==> config.mk <==
export PLATFORM = sky130hd
export DESIGN_NAME = adc_lvds_rx
export DESIGN_NICKNAME = d
export VERILOG_FILES = /design/src/verilog/adc_rx_pkg.sv /design/src/verilog/adc_bus_if.sv /design/src/verilog/adc_lvds_rx.sv /design/src/verilog/channel_deser.sv /design/src/verilog/frame_aligner.sv /design/src/verilog/sample_output.sv
export SDC_FILE = /design/constraint.sdc
export NUM_CORES = 1
export LEC_CHECK = 0
export BUFFER_PORTS_ARGS = -buffer_cell sky130_fd_sc_hd__buf_2
export CORE_MARGIN = 3
export CORE_UTILIZATION = 61
export CTS_CLUSTER_DIAMETER = 100
export DETAILED_ROUTE_END_ITERATION = 7
export PLACE_DENSITY = 0.88
export SYNTH_ARGS = -nofsm -noshare
export SYNTH_HDL_FRONTEND = slang
export SYNTH_SLANG_ARGS = --single-unit
export TNS_END_PERCENT = 20
==> constraint.sdc <==
create_clock -name dclk -period 4.58 [get_ports dclk]
set_input_delay 0.687 -clock dclk [delete_from_list [all_inputs] [get_ports dclk]]
set_output_delay 0.687 -clock dclk [all_outputs]
set_load 0.03 [all_outputs]
==> src/verilog/adc_rx_pkg.sv <==
package adc_rx_pkg;

  // ------------------------------------------------------------------------
  // Sample and lane geometry
  // ------------------------------------------------------------------------

  // Sample width of one ADC channel
  localparam int adc_bits = 12;

  // Two-wire mode, so each channel uses a pair of lanes
  localparam int wire_mode = 2;
  localparam int num_chans = 4;
  localparam int num_lanes = num_chans * wire_mode;

  // Bits per lane in one frame
  localparam int frame_bits = adc_bits / wire_mode;

  // ------------------------------------------------------------------------
  // Frame alignment
  // ------------------------------------------------------------------------

  // Frame clock as seen bit by bit, first received bit on the left
  localparam logic [frame_bits-1:0] frame_pattern = 6'b111000;

  // Good frames in a row before the receiver reports lock
  localparam int lock_frames = 2;

  // Bit position counter
  localparam int cnt_width = $clog2(frame_bits);
  localparam logic [cnt_width-1:0] cnt_last = cnt_width'(frame_bits - 1);

  // Match counter, saturates at lock_frames
  localparam int match_width = $clog2(lock_frames + 1);
  localparam logic [match_width-1:0] match_lock = match_width'(lock_frames);

endpackage

==> src/verilog/adc_bus_if.sv <==
`timescale 1ns/1ps

interface adc_bus_if (
  input logic dclk
);

  // Frame timing from the aligner
  logic word_strobe;
  logic locked;

  // One rebuilt word and load pulse per channel
  logic [adc_rx_pkg::adc_bits-1:0] chan_word [adc_rx_pkg::num_chans];
  logic                            chan_load [adc_rx_pkg::num_chans];

  modport aligner (
    input  dclk,
    output word_strobe,
    output locked
  );

  // Each channel writes only its own element of chan_word and chan_load
  modport channel (
    input  dclk,
    input  word_strobe,
    output chan_word,
    output chan_load
  );

  modport sink (
    input dclk,
    input word_strobe,
    input locked,
    input chan_word,
    input chan_load
  );

endinterface

==> src/verilog/adc_lvds_rx.sv <==
`timescale 1ns/1ps

module adc_lvds_rx (
  input  logic                             dclk,
  input  logic                             arst_n,
  input  logic                             fclk,
  input  logic [adc_rx_pkg::num_lanes-1:0] data_lane,
  input  logic                             byte_mode,
  output logic [adc_rx_pkg::adc_bits-1:0]  sample_ch0,
  output logic [adc_rx_pkg::adc_bits-1:0]  sample_ch1,
  output logic [adc_rx_pkg::adc_bits-1:0]  sample_ch2,
  output logic [adc_rx_pkg::adc_bits-1:0]  sample_ch3,
  output logic                             sample_valid,
  output logic                             locked,
  output logic                             bitslip
);

  adc_bus_if bus_i (
    .dclk (dclk)
  );

  // ------------------------------------------------------------------------
  // Frame alignment
  // ------------------------------------------------------------------------

  frame_aligner frame_aligner_i (
    .dclk    (dclk),
    .arst_n  (arst_n),
    .fclk    (fclk),
    .bus     (bus_i.aligner),
    .bitslip (bitslip)
  );

  assign locked = bus_i.locked;

  // ------------------------------------------------------------------------
  // Channels
  // ------------------------------------------------------------------------

  // Channel c uses lanes 2c and 2c+1
  for (genvar c = 0; c < adc_rx_pkg::num_chans; c++) begin : g_chan
    channel_deser #(
      .chan_idx (c)
    ) channel_deser_i (
      .dclk      (dclk),
      .arst_n    (arst_n),
      .lanes     (data_lane[2*c +: 2]),
      .byte_mode (byte_mode),
      .bus       (bus_i.channel)
    );
  end

  // ------------------------------------------------------------------------
  // Output stage
  // ------------------------------------------------------------------------

  sample_output sample_output_i (
    .dclk         (dclk),
    .arst_n       (arst_n),
    .bus          (bus_i.sink),
    .sample_ch0   (sample_ch0),
    .sample_ch1   (sample_ch1),
    .sample_ch2   (sample_ch2),
    .sample_ch3   (sample_ch3),
    .sample_valid (sample_valid)
  );

endmodule

==> src/verilog/channel_deser.sv <==
`timescale 1ns/1ps

module channel_deser #(
  parameter int unsigned chan_idx = 0
) (
  input  logic       dclk,
  input  logic       arst_n,
  input  logic [1:0] lanes,
  input  logic       byte_mode,
  adc_bus_if.channel bus
);

  // Per-lane shift registers, first received bit ends up at the MSB
  logic [adc_rx_pkg::frame_bits-1:0] lane0_sr;
  logic [adc_rx_pkg::frame_bits-1:0] lane1_sr;

  logic [adc_rx_pkg::adc_bits-1:0] sample_next;

  // ------------------------------------------------------------------------
  // Lane capture
  // ------------------------------------------------------------------------

  always_ff @(posedge dclk) begin
    lane0_sr <= {lane0_sr[adc_rx_pkg::frame_bits-2:0], lanes[0]};
    lane1_sr <= {lane1_sr[adc_rx_pkg::frame_bits-2:0], lanes[1]};
  end

  // ------------------------------------------------------------------------
  // Lane order swap
  // ------------------------------------------------------------------------

  // Byte mode splits the sample into an upper and a lower half.
  // Bit mode interleaves the lanes, lane 0 with the odd bits.
  always_comb begin
    sample_next = '0;
    if (byte_mode) begin
      sample_next = {lane0_sr, lane1_sr};
    end else begin
      for (int i = 0; i < adc_rx_pkg::frame_bits; i++) begin
        sample_next[2*i+1] = lane0_sr[i];
        sample_next[2*i]   = lane1_sr[i];
      end
    end
  end

  // ------------------------------------------------------------------------
  // Word register
  // ------------------------------------------------------------------------

  // Strobe is high the cycle after the last bit, when the shift
  // registers still hold the complete frame
  always_ff @(posedge dclk) begin
    if (bus.word_strobe) begin
      bus.chan_word[chan_idx] <= sample_next;
    end
  end

  always_ff @(posedge dclk or negedge arst_n) begin
    if (!arst_n) begin
      bus.chan_load[chan_idx] <= 1'b0;
    end else begin
      bus.chan_load[chan_idx] <= bus.word_strobe;
    end
  end

endmodule

==> src/verilog/frame_aligner.sv <==
`timescale 1ns/1ps

module frame_aligner (
  input  logic            dclk,
  input  logic            arst_n,
  input  logic            fclk,
  adc_bus_if.aligner      bus,
  output logic            bitslip
);

  // Bit position inside the current frame
  logic [adc_rx_pkg::cnt_width-1:0] bit_cnt;

  // Earlier frame clock bits with the newest on the right
  logic [adc_rx_pkg::frame_bits-2:0] fclk_sr;

  // Good frames seen in a row
  logic [adc_rx_pkg::match_width-1:0] match_cnt;

  logic                              last_bit;
  logic [adc_rx_pkg::frame_bits-1:0] frame_now;
  logic                              frame_ok;

  // ------------------------------------------------------------------------
  // Frame clock capture
  // ------------------------------------------------------------------------

  always_ff @(posedge dclk) begin
    fclk_sr <= {fclk_sr[adc_rx_pkg::frame_bits-3:0], fclk};
  end

  // The last bit of the frame comes straight from fclk on this edge
  assign last_bit  = (bit_cnt == adc_rx_pkg::cnt_last) && !bitslip;
  assign frame_now = {fclk_sr, fclk};
  assign frame_ok  = (frame_now == adc_rx_pkg::frame_pattern);

  // ------------------------------------------------------------------------
  // Bit counter
  // ------------------------------------------------------------------------

  // A slip holds the counter one cycle and so moves the frame boundary
  // one bit later in the stream
  always_ff @(posedge dclk or negedge arst_n) begin
    if (!arst_n) begin
      bit_cnt <= '0;
    end else if (bitslip) begin
      bit_cnt <= bit_cnt;
    end else if (last_bit) begin
      bit_cnt <= '0;
    end else begin
      bit_cnt <= bit_cnt + 1'b1;
    end
  end

  // ------------------------------------------------------------------------
  // Pattern check, slip and lock
  // ------------------------------------------------------------------------

  always_ff @(posedge dclk or negedge arst_n) begin
    if (!arst_n) begin
      bus.word_strobe <= 1'b0;
      bus.locked      <= 1'b0;
      bitslip         <= 1'b0;
      match_cnt       <= '0;
    end else begin
      bus.word_strobe <= last_bit;
      bitslip         <= 1'b0;
      if (last_bit) begin
        if (frame_ok) begin
          if (match_cnt != adc_rx_pkg::match_lock) begin
            match_cnt <= match_cnt + 1'b1;
          end
          // Lock on the strobe of the last required good frame
          if (match_cnt >= adc_rx_pkg::match_lock - 1'b1) begin
            bus.locked <= 1'b1;
          end
        end else begin
          match_cnt  <= '0;
          bus.locked <= 1'b0;
          bitslip    <= 1'b1;
        end
      end
    end
  end

endmodule

==> src/verilog/sample_output.sv <==
`timescale 1ns/1ps

module sample_output (
  input  logic                            dclk,
  input  logic                            arst_n,
  adc_bus_if.sink                         bus,
  output logic [adc_rx_pkg::adc_bits-1:0] sample_ch0,
  output logic [adc_rx_pkg::adc_bits-1:0] sample_ch1,
  output logic [adc_rx_pkg::adc_bits-1:0] sample_ch2,
  output logic [adc_rx_pkg::adc_bits-1:0] sample_ch3,
  output logic                            sample_valid
);

  logic all_loaded;

  // Channels load together, so wait for every one of them
  always_comb begin
    all_loaded = 1'b1;
    for (int c = 0; c < adc_rx_pkg::num_chans; c++) begin
      all_loaded = all_loaded & bus.chan_load[c];
    end
  end

  // ------------------------------------------------------------------------
  // Output registers
  // ------------------------------------------------------------------------

  // Samples are held between frames; the valid pulse is
  // only given for frames taken while locked
  always_ff @(posedge dclk or negedge arst_n) begin
    if (!arst_n) begin
      sample_ch0   <= '0;
      sample_ch1   <= '0;
      sample_ch2   <= '0;
      sample_ch3   <= '0;
      sample_valid <= 1'b0;
    end else begin
      sample_valid <= 1'b0;
      if (all_loaded) begin
        sample_ch0   <= bus.chan_word[0];
        sample_ch1   <= bus.chan_word[1];
        sample_ch2   <= bus.chan_word[2];
        sample_ch3   <= bus.chan_word[3];
        sample_valid <= bus.locked;
      end
    end
  end

endmodule
Word level (Yosys, flattened, before mapping)
Cells that the tools add are included.
W data, S select, Z words.
- ROM bits: 0
- bits in latches: 0
- output and inout bits: 51
- memories kept: 0
- register bits: 159
- bits in writable memories: 0
- equality and inequality tests: 5
- multipliers: 0
- reduce and logical (&&, ||, !) cells: 4
- $lt $le $gt $ge: 1
- shifts and indexed selects: 0
- bitwise logic cells: 0
- div/mod/pow operators: 0
- mux-type cells: 12
- add/sub/neg operators: 2
- operators with widths (operator ; number):
    $mux W11 ; 4
    $eq A6 B6 Y1 const B ; 1
    $ne A2 B2 Y1 const B ; 3
    $mux W1 ; 5
    $mux W2 ; 2
    $reduce_and A2 Y1 ; 2
    $add A3 B1 Y3 const B ; 1
    $eq A3 B3 Y1 const B ; 1
    $mux W3 ; 1
    $add A2 B1 Y2 const B ; 1
    $ge A2 B1 Y1 const B ; 1
    $logic_and A1 B1 Y1 ; 1
    $logic_not A1 Y1 ; 1

Logic depth before layout (Yosys ltp)
Gate-level depths: netlist of run 1.
- depth in word-level cells: 3
- gate-level depth with buffers: 5
- mapped depth without buffers: 5

Least setup slack after synthesis of run 1
Ideal clock, no wire load.
- kind: register -> register
- start point: reg frame_aligner_i.bus.word_strobe
- end point: reg, netlist name g_chan[0].channel_deser_i.bus.chan_word[36]
- path slack: 2.901 ns
- path buffers: 0
- setup time: 0.405 ns
- required time: 4.175 ns
- data arrival time: 1.274 ns
- clock period less this slack: 1.679 ns
- cell stages (with the launch flop): 1
- cell sequence: dfrtp_1
- RTL lines (what ; RTL line ; source):
    from (decl) ; adc_bus_if.sv:17 ; output word_strobe,
    from (signal assigned) ; frame_aligner.sv:66 ; bus.word_strobe <= last_bit;
No word-level cell between the ends.

Worst setup path in the final report of run 1
- start point: reg frame_aligner_i.bitslip
- end point: out bitslip
- RTL lines (what ; RTL line ; source):
    from (decl) ; frame_aligner.sv:8 ; output logic bitslip
    from (signal assigned) ; frame_aligner.sv:63 ; bitslip <= 1'b0;
    from (signal assigned) ; frame_aligner.sv:67 ; bitslip <= 1'b0;
    from (signal assigned) ; frame_aligner.sv:80 ; bitslip <= 1'b1;
    to (decl) ; adc_lvds_rx.sv:15 ; output logic bitslip
No word-level cell between the ends.

==> results.yml, run 1 <==
floorplanning:
  die_w_um: 98.5
  die_area_um2: 9710
  row_count: 33
  start_util_pct: 63.2
  fp.dieH_um: 98.5
  coreArea_um2: 8260
  io_pins: 63
synth:
  synth_cell_types: 22
  syn_inst: 288
  yosysWarnings: 0
  syn_area_um2: 5220
  ys_ff_latch: 159
  synthesis.nets: 304
  synth_seq_area_share_pct: 75.7
  syn_area_per_cell_um2: 18.1
setup_path:
  path_delay_family: "flip-flops"
  cp_max_fo: 7
  crit_path_end_kind: "output port"
  crit_path_top_delay_cell: "dfrtp_1"
  cp-start-kind: "flop"
  critical_path_depth: 1
  cp.required_ps: 3890
  critPathKind: "reg2out"
  reg2reg_slack_ps: 2930
  r2r_start: "g_chan[3].channel_deser_i.bus.chan_load[0]"
  r2r-end: "sample_output_i.sample_ch0[9]"
  rr_worst_depth: 1
  cpPeakStageDelay_ps: 450
  crit_chain: "buf_2"
  path_buf_inv: 1
  cp_data_arrival_time_ps: 1200
power:
  vdd_drop_max_mv: 0.491
  totalPowerFinal_mw: 4.52
  p_leak_nw: 2.52
  power_density_nw_per_um2: 730
timing:
  slew_headroom_pct: 25.1
  period_share_pct: 41.2
  setup-tns-final_ps: 0
  finalClockSkew_ps: 6.59
  tightestPinTransition_ps: 1120
  rsz0062_at_grt: "no"
  slew_viol_final: 0
  fin_crit_ps: 1890
  hold_violations: 0
  finalSetupViolCount: 0
  clock.fmax_ghz: 0.530
drt:
  wl_met2_um: 4390
  drc: 0
  dr.max_layer_used: "met4"
  dr.pass1.iters: 4
  wl_um: 8510
  vias_per_cell: 5.33
  ant_nets: 0
  m1WireLength_um: 3560
  wl_met3_um: 430
  drtIter0Drc: 115
  vias: 2552
  wl_per_cell_um: 17.8
clock_network:
  cts_buffers: 17
  cts_root_buffer: "clkbuf_8"
  cts_resized: 0
  cts_buffer_depth: 2
  cts_tree: "built"
  clock_sinks: 159
  post-cts-setup-buffer-count: 0
  worstSkewPairLatency_ps: 510
  postCtsHoldBufs: 0
  clk_pin_slew_worst_paths_ps: 60
  htree_levels: 4
final_layout:
  nets: 377
  syn_to_final_growth_pct: 18.7
  drive_above_1_share_pct: 49.5
  insertedDiodeCount: 0
job:
  cap_violations: 0
min_path:
  hp-class: "in2async"
placed_design:
  io_buffer_count: 62
  gpl.final_weighted_congestion: 0.734
  hpwl_um: 5030
global_routing:
  grtUsageTotal_pct: 19.2
  antenna_found_initial: 0
  grt_max_degree: 50
  overflow: 0
  grt_pass1_vias: 2797
  grt_pass1_wl_um: 14200
status:
  status: "finished clean"
[cells by family (layout without fill, tap and decap cells)]
group	count (synthesis)	in the layout	synth area share [%]
compound gates	8	8	1.10
xor+xnor	1	1	0.168
fa+ha+maj	4	4	0.958
buf+inv	14	100	1.27
flops	159	159	75.7
mux	88	88	19.0
simple gates	14	14	1.82
[area by class of cell]
type                            instances  area, um^2
Sequential cell                       159        3960
Fill cell                             499        2060
Multi-Input combinational cell        115        1200
Clock buffer                           19         432
Timing Repair Buffer                   63         318
Clock inverter                         13         139
Tap cell                              105         131
Inverter                                5        18.8
[per-stage QoR]
step | cell area [um^2] | hold slack [ps] | util (%) | setup slack, ps | cells
5_1_grt | 6200 | 201 | 75.0 | 2630 | 479
6_report | 6200 | 178 | 75.0 | 2690 | 479
2_1_floorplan | 5220 | 327 | - | 2900 | 288
3_3_place_gp | 5630 | 333 | 68.1 | 2540 | 447
4_1_cts | 6200 | 178 | 75.0 | 2660 | 479
3_5_place_dp | 5630 | 341 | 68.1 | 2500 | 447
[worst max-delay path by stage]
stage                                                from                                           to
after floorplan           frame_aligner_i.bus.word_strobe  g_chan[0].channel_deser_i.bus.chan_word[36]
after global placement                          byte_mode  g_chan[2].channel_deser_i.bus.chan_word[17]
after detailed placement                        byte_mode   g_chan[3].channel_deser_i.bus.chan_word[6]
after CTS                         frame_aligner_i.bitslip                                      bitslip
after global routing              frame_aligner_i.bitslip                                      bitslip
final                             frame_aligner_i.bitslip                                      bitslip
[synthesized netlist by cell type, drive strengths merged]
cell type | n | area (um^2)
nand3b | 1 | 7.51
buf | 9 | 47.6
nand2 | 2 | 7.51
and2 | 1 | 6.26
inv | 5 | 18.8
nand3 | 1 | 10.0
xor2 | 1 | 8.76
mux2 | 88 | 991
dfrtp | 58 | 1450
a21oi | 1 | 5.00
o41ai | 2 | 17.5
nor2 | 6 | 22.5
o21ai | 1 | 5.00
a2bb2oi | 1 | 8.76
a22oi | 2 | 15.0
dfxtp | 53 | 1060
nor4b | 1 | 23.8
ha | 4 | 50.1
a31oi | 1 | 6.26
edfxtp | 48 | 1440
and4 | 2 | 17.5
[cells in the final DEF (no fill, tap or decap), types with 4 or more instances in the layout]
master	count
ha_1	4
buf_2	62
nor2_1	6
mux2_2	88
clkinvlp_4	4
inv_1	5
dfrtp_1	56
edfxtp_1	48
clkbuf_16	16
dfxtp_1	53
[report_power, final]
part | total (mW) | internal (mW) | switching, mW
clock network | 1.34 | 0.790 | 0.546
registers | 2.08 | 1.82 | 0.257
logic | 1.10 | 0.429 | 0.675
total | 4.52 | 3.04 | 1.48
[state kept, by name, summed over array words and instances, names as in the netlist, 5 cells and up]
name / count
g_chan.channel_deser_i.bus.chan_word: 48
g_chan.channel_deser_i.lane0_sr: 24
g_chan.channel_deser_i.lane1_sr: 24
sample_output_i.sample_ch0: 12
sample_output_i.sample_ch1: 12
sample_output_i.sample_ch2: 12
sample_output_i.sample_ch3: 12
frame_aligner_i.fclk_sr: 5
[routing by layer]
metal  GRT usage, %  vias up
met1           23.8     1278
met3           5.02       15
met4           8.19        0
met2           32.1       63
li1               -     1196
met5              0        -
Note: power is estimated with default switching activity, not from simulation.
==> run 2: changes to the inputs <==
CORE_UTILIZATION = 56   (was 61)
PLACE_DENSITY = 0.82   (was 0.88)
clock period = 1.85 ns   (was 4.58 ns; I/O delays follow)
==> run 2 against run 1 <==
Via count increased by 1.7%. Utilization is 3.4 points lower. Wire length is 1.5% lower. Largest cell class unchanged.
==> results.yml, run 2 (same netlist as run 1, synthesis figures left out) <==
timing:
  tightestPinTransition_ps: 327
  setup-tns-final_ps: 0
  hold_slack_ps: 320
  rsz0062_at_grt: "no"
  clock.fmax_ghz: 0.681
  fin_ws_ps: 382
  fin_crit_ps: 1470
  finalSetupViolCount: 0
  hold_violations: 0
  slew_viol_final: 0
  period_share_pct: 79.3
  finalClockSkew_ps: 8.53
  slew_headroom_pct: 77.9
final_layout:
  reg_top3: "g_chan.channel_deser_i.bus.chan_word: 48 flops, g_chan.channel_deser_i.lane0_sr: 24 flops, g_chan.channel_deser_i.lane1_sr: 24 flops"
  multi_input_area_um2: 1200
  stdcell_area_um2: 6370
  final.fill_count: 569
  final_common_cell: "mux2_2"
  ff_latch_area_um2: 3960
  regMostFlops: "g_chan.channel_deser_i.bus.chan_word"
  drive_above_1_share_pct: 49.0
  insertedDiodeCount: 0
  syn_to_final_growth_pct: 21.9
  largest_reg_flops: 48
  nets: 391
  layout_common_cells: "88 x mux2_2, 62 x buf_2, 56 x dfrtp_1"
placed_design:
  hpwl_um: 4970
  post-place-ws_ps: 430
  io_buffer_count: 62
  gpl.final_weighted_congestion: 0.734
  placed_area_um2: 5700
floorplanning:
  coreArea_um2: 8890
  start_util_pct: 58.7
  die_w_um: 103
  die_area_um2: 10500
  row_count: 34
  fp.dieH_um: 103
  io_pins: 63
drt:
  drtIter0Drc: 99
  ant_nets: 0
  vias: 2595
  wl_per_cell_um: 16.9
  vias_per_cell: 5.23
  drc: 0
  dr.pass1.iters: 4
  wl_um: 8380
clock_network:
  clock_sinks: 159
  postCtsHoldBufs: 10
  htree_levels: 4
  post-cts-setup-buffer-count: 0
  cts_root_buffer: "clkbuf_8"
  cts_buffers: 17
  cts_tree: "built"
  worstSkewPairLatency_ps: 510
  clk_pin_slew_worst_paths_ps: 70
  cts_resized: 0
  cts_buffer_depth: 2
power:
  internal-power_mw: 7.51
  p_leak_nw: 2.60
  vdd_drop_max_mv: 1.03
  power_density_nw_per_um2: 1760
  pwr-share-comb_pct: 26.7
  switching_power_mw: 3.69
  totalPowerFinal_mw: 11.2
  p_clk_share_pct: 29.2
  power_frac_seq_pct: 44.0
  swShare_pct: 33.0
min_path:
  hp-class: "in2async"
setup_path:
  r2r_start: "frame_aligner_i.bit_cnt[1]"
  cpPeakStageDelay_ps: 440
  crit_chain: "buf_2"
  cp-startpoint: "frame_aligner_i.bitslip"
  critPathKind: "reg2out"
  crit_path_end: "bitslip"
  reg2reg_slack_ps: 450
  path_buf_inv: 1
  cp-start-kind: "flop"
  path_delay_family: "flip-flops"
  cp_data_arrival_time_ps: 1190
  r2r-end: "frame_aligner_i.match_cnt[1]"
  crit_path_top_delay_cell: "dfrtp_1"
  critical_path_depth: 1
  rr_worst_depth: 4
  cp_max_fo: 7
  crit_path_end_kind: "output port"
  cp.required_ps: 1570
global_routing:
  grt_max_degree: 59
  grtUsageTotal_pct: 17.9
  grt_pass1_vias: 2711
  grt_pass1_wl_um: 14000
  antenna_found_initial: 0
  overflow: 0
job:
  cap_violations: 0
status:
  status: "finished clean"
==> run 2: how the worst min path moves through the flow <==
stage / end / from / slack (ps)
2_1_floorplan: frame_aligner_i.bit_cnt[0] / arst_n / -20
3_3_place_gp: sample_output_i.sample_ch3[4] / arst_n / 310
3_5_place_dp: sample_output_i.sample_ch3[6] / arst_n / 310
4_1_cts: sample_output_i.sample_ch3[7] / arst_n / 310
5_1_grt: sample_output_i.sample_ch3[6] / arst_n / 340
6_report: sample_output_i.sample_ch3[6] / arst_n / 320
==> run 2: routing by layer <==
| metal | part of all wire (%) | routed length [um] | vias to the layer above | GRT usage [%] |
|---|---|---|---|---|
| met4 | 1.0 | 85 | 0 | 5.45 |
| met2 | 51 | 4270 | 58 | 29.7 |
| li1 | - | - | 1224 | - |
| met3 | 4.5 | 376 | 11 | 6.29 |
| met1 | 44 | 3650 | 1302 | 22.4 |
| met5 | 0 | 0 | - | 0 |
==> run 2: worst register-to-register path, stage by stage, from the launching register on <==
cell      delay (ps)
dfrtp_1          400
inv_1             70
ha_1             170
nand3b_1         220
o41ai_1          420
==> run 2: layout make-up <==
type | count | area share, %
Multi-Input combinational cell | 115 | 18.9
Sequential cell | 159 | 62.1
Clock inverter | 14 | 2.04
Clock buffer | 18 | 6.90
Inverter | 5 | 0.295
Timing Repair Buffer | 77 | 7.62
Tap cell | 108 | 2.12
==> run 2: metrics by stage <==
step	util, %	instances
floorplan	-	288
global placement	64.1	454
detailed placement	64.1	454
CTS	71.6	496
global route	71.6	496
finish	71.6	496
==> run 2: power by group through the flow <==
stage	clock, mW	sequential [mW]	combinational [mW]
floorplan	0	6.11	0.951
global placement	0	4.97	2.94
detailed placement	0	5.00	3.01
CTS	3.34	4.95	3.05
global route	3.49	5.03	3.21
finish	3.27	4.93	3.00
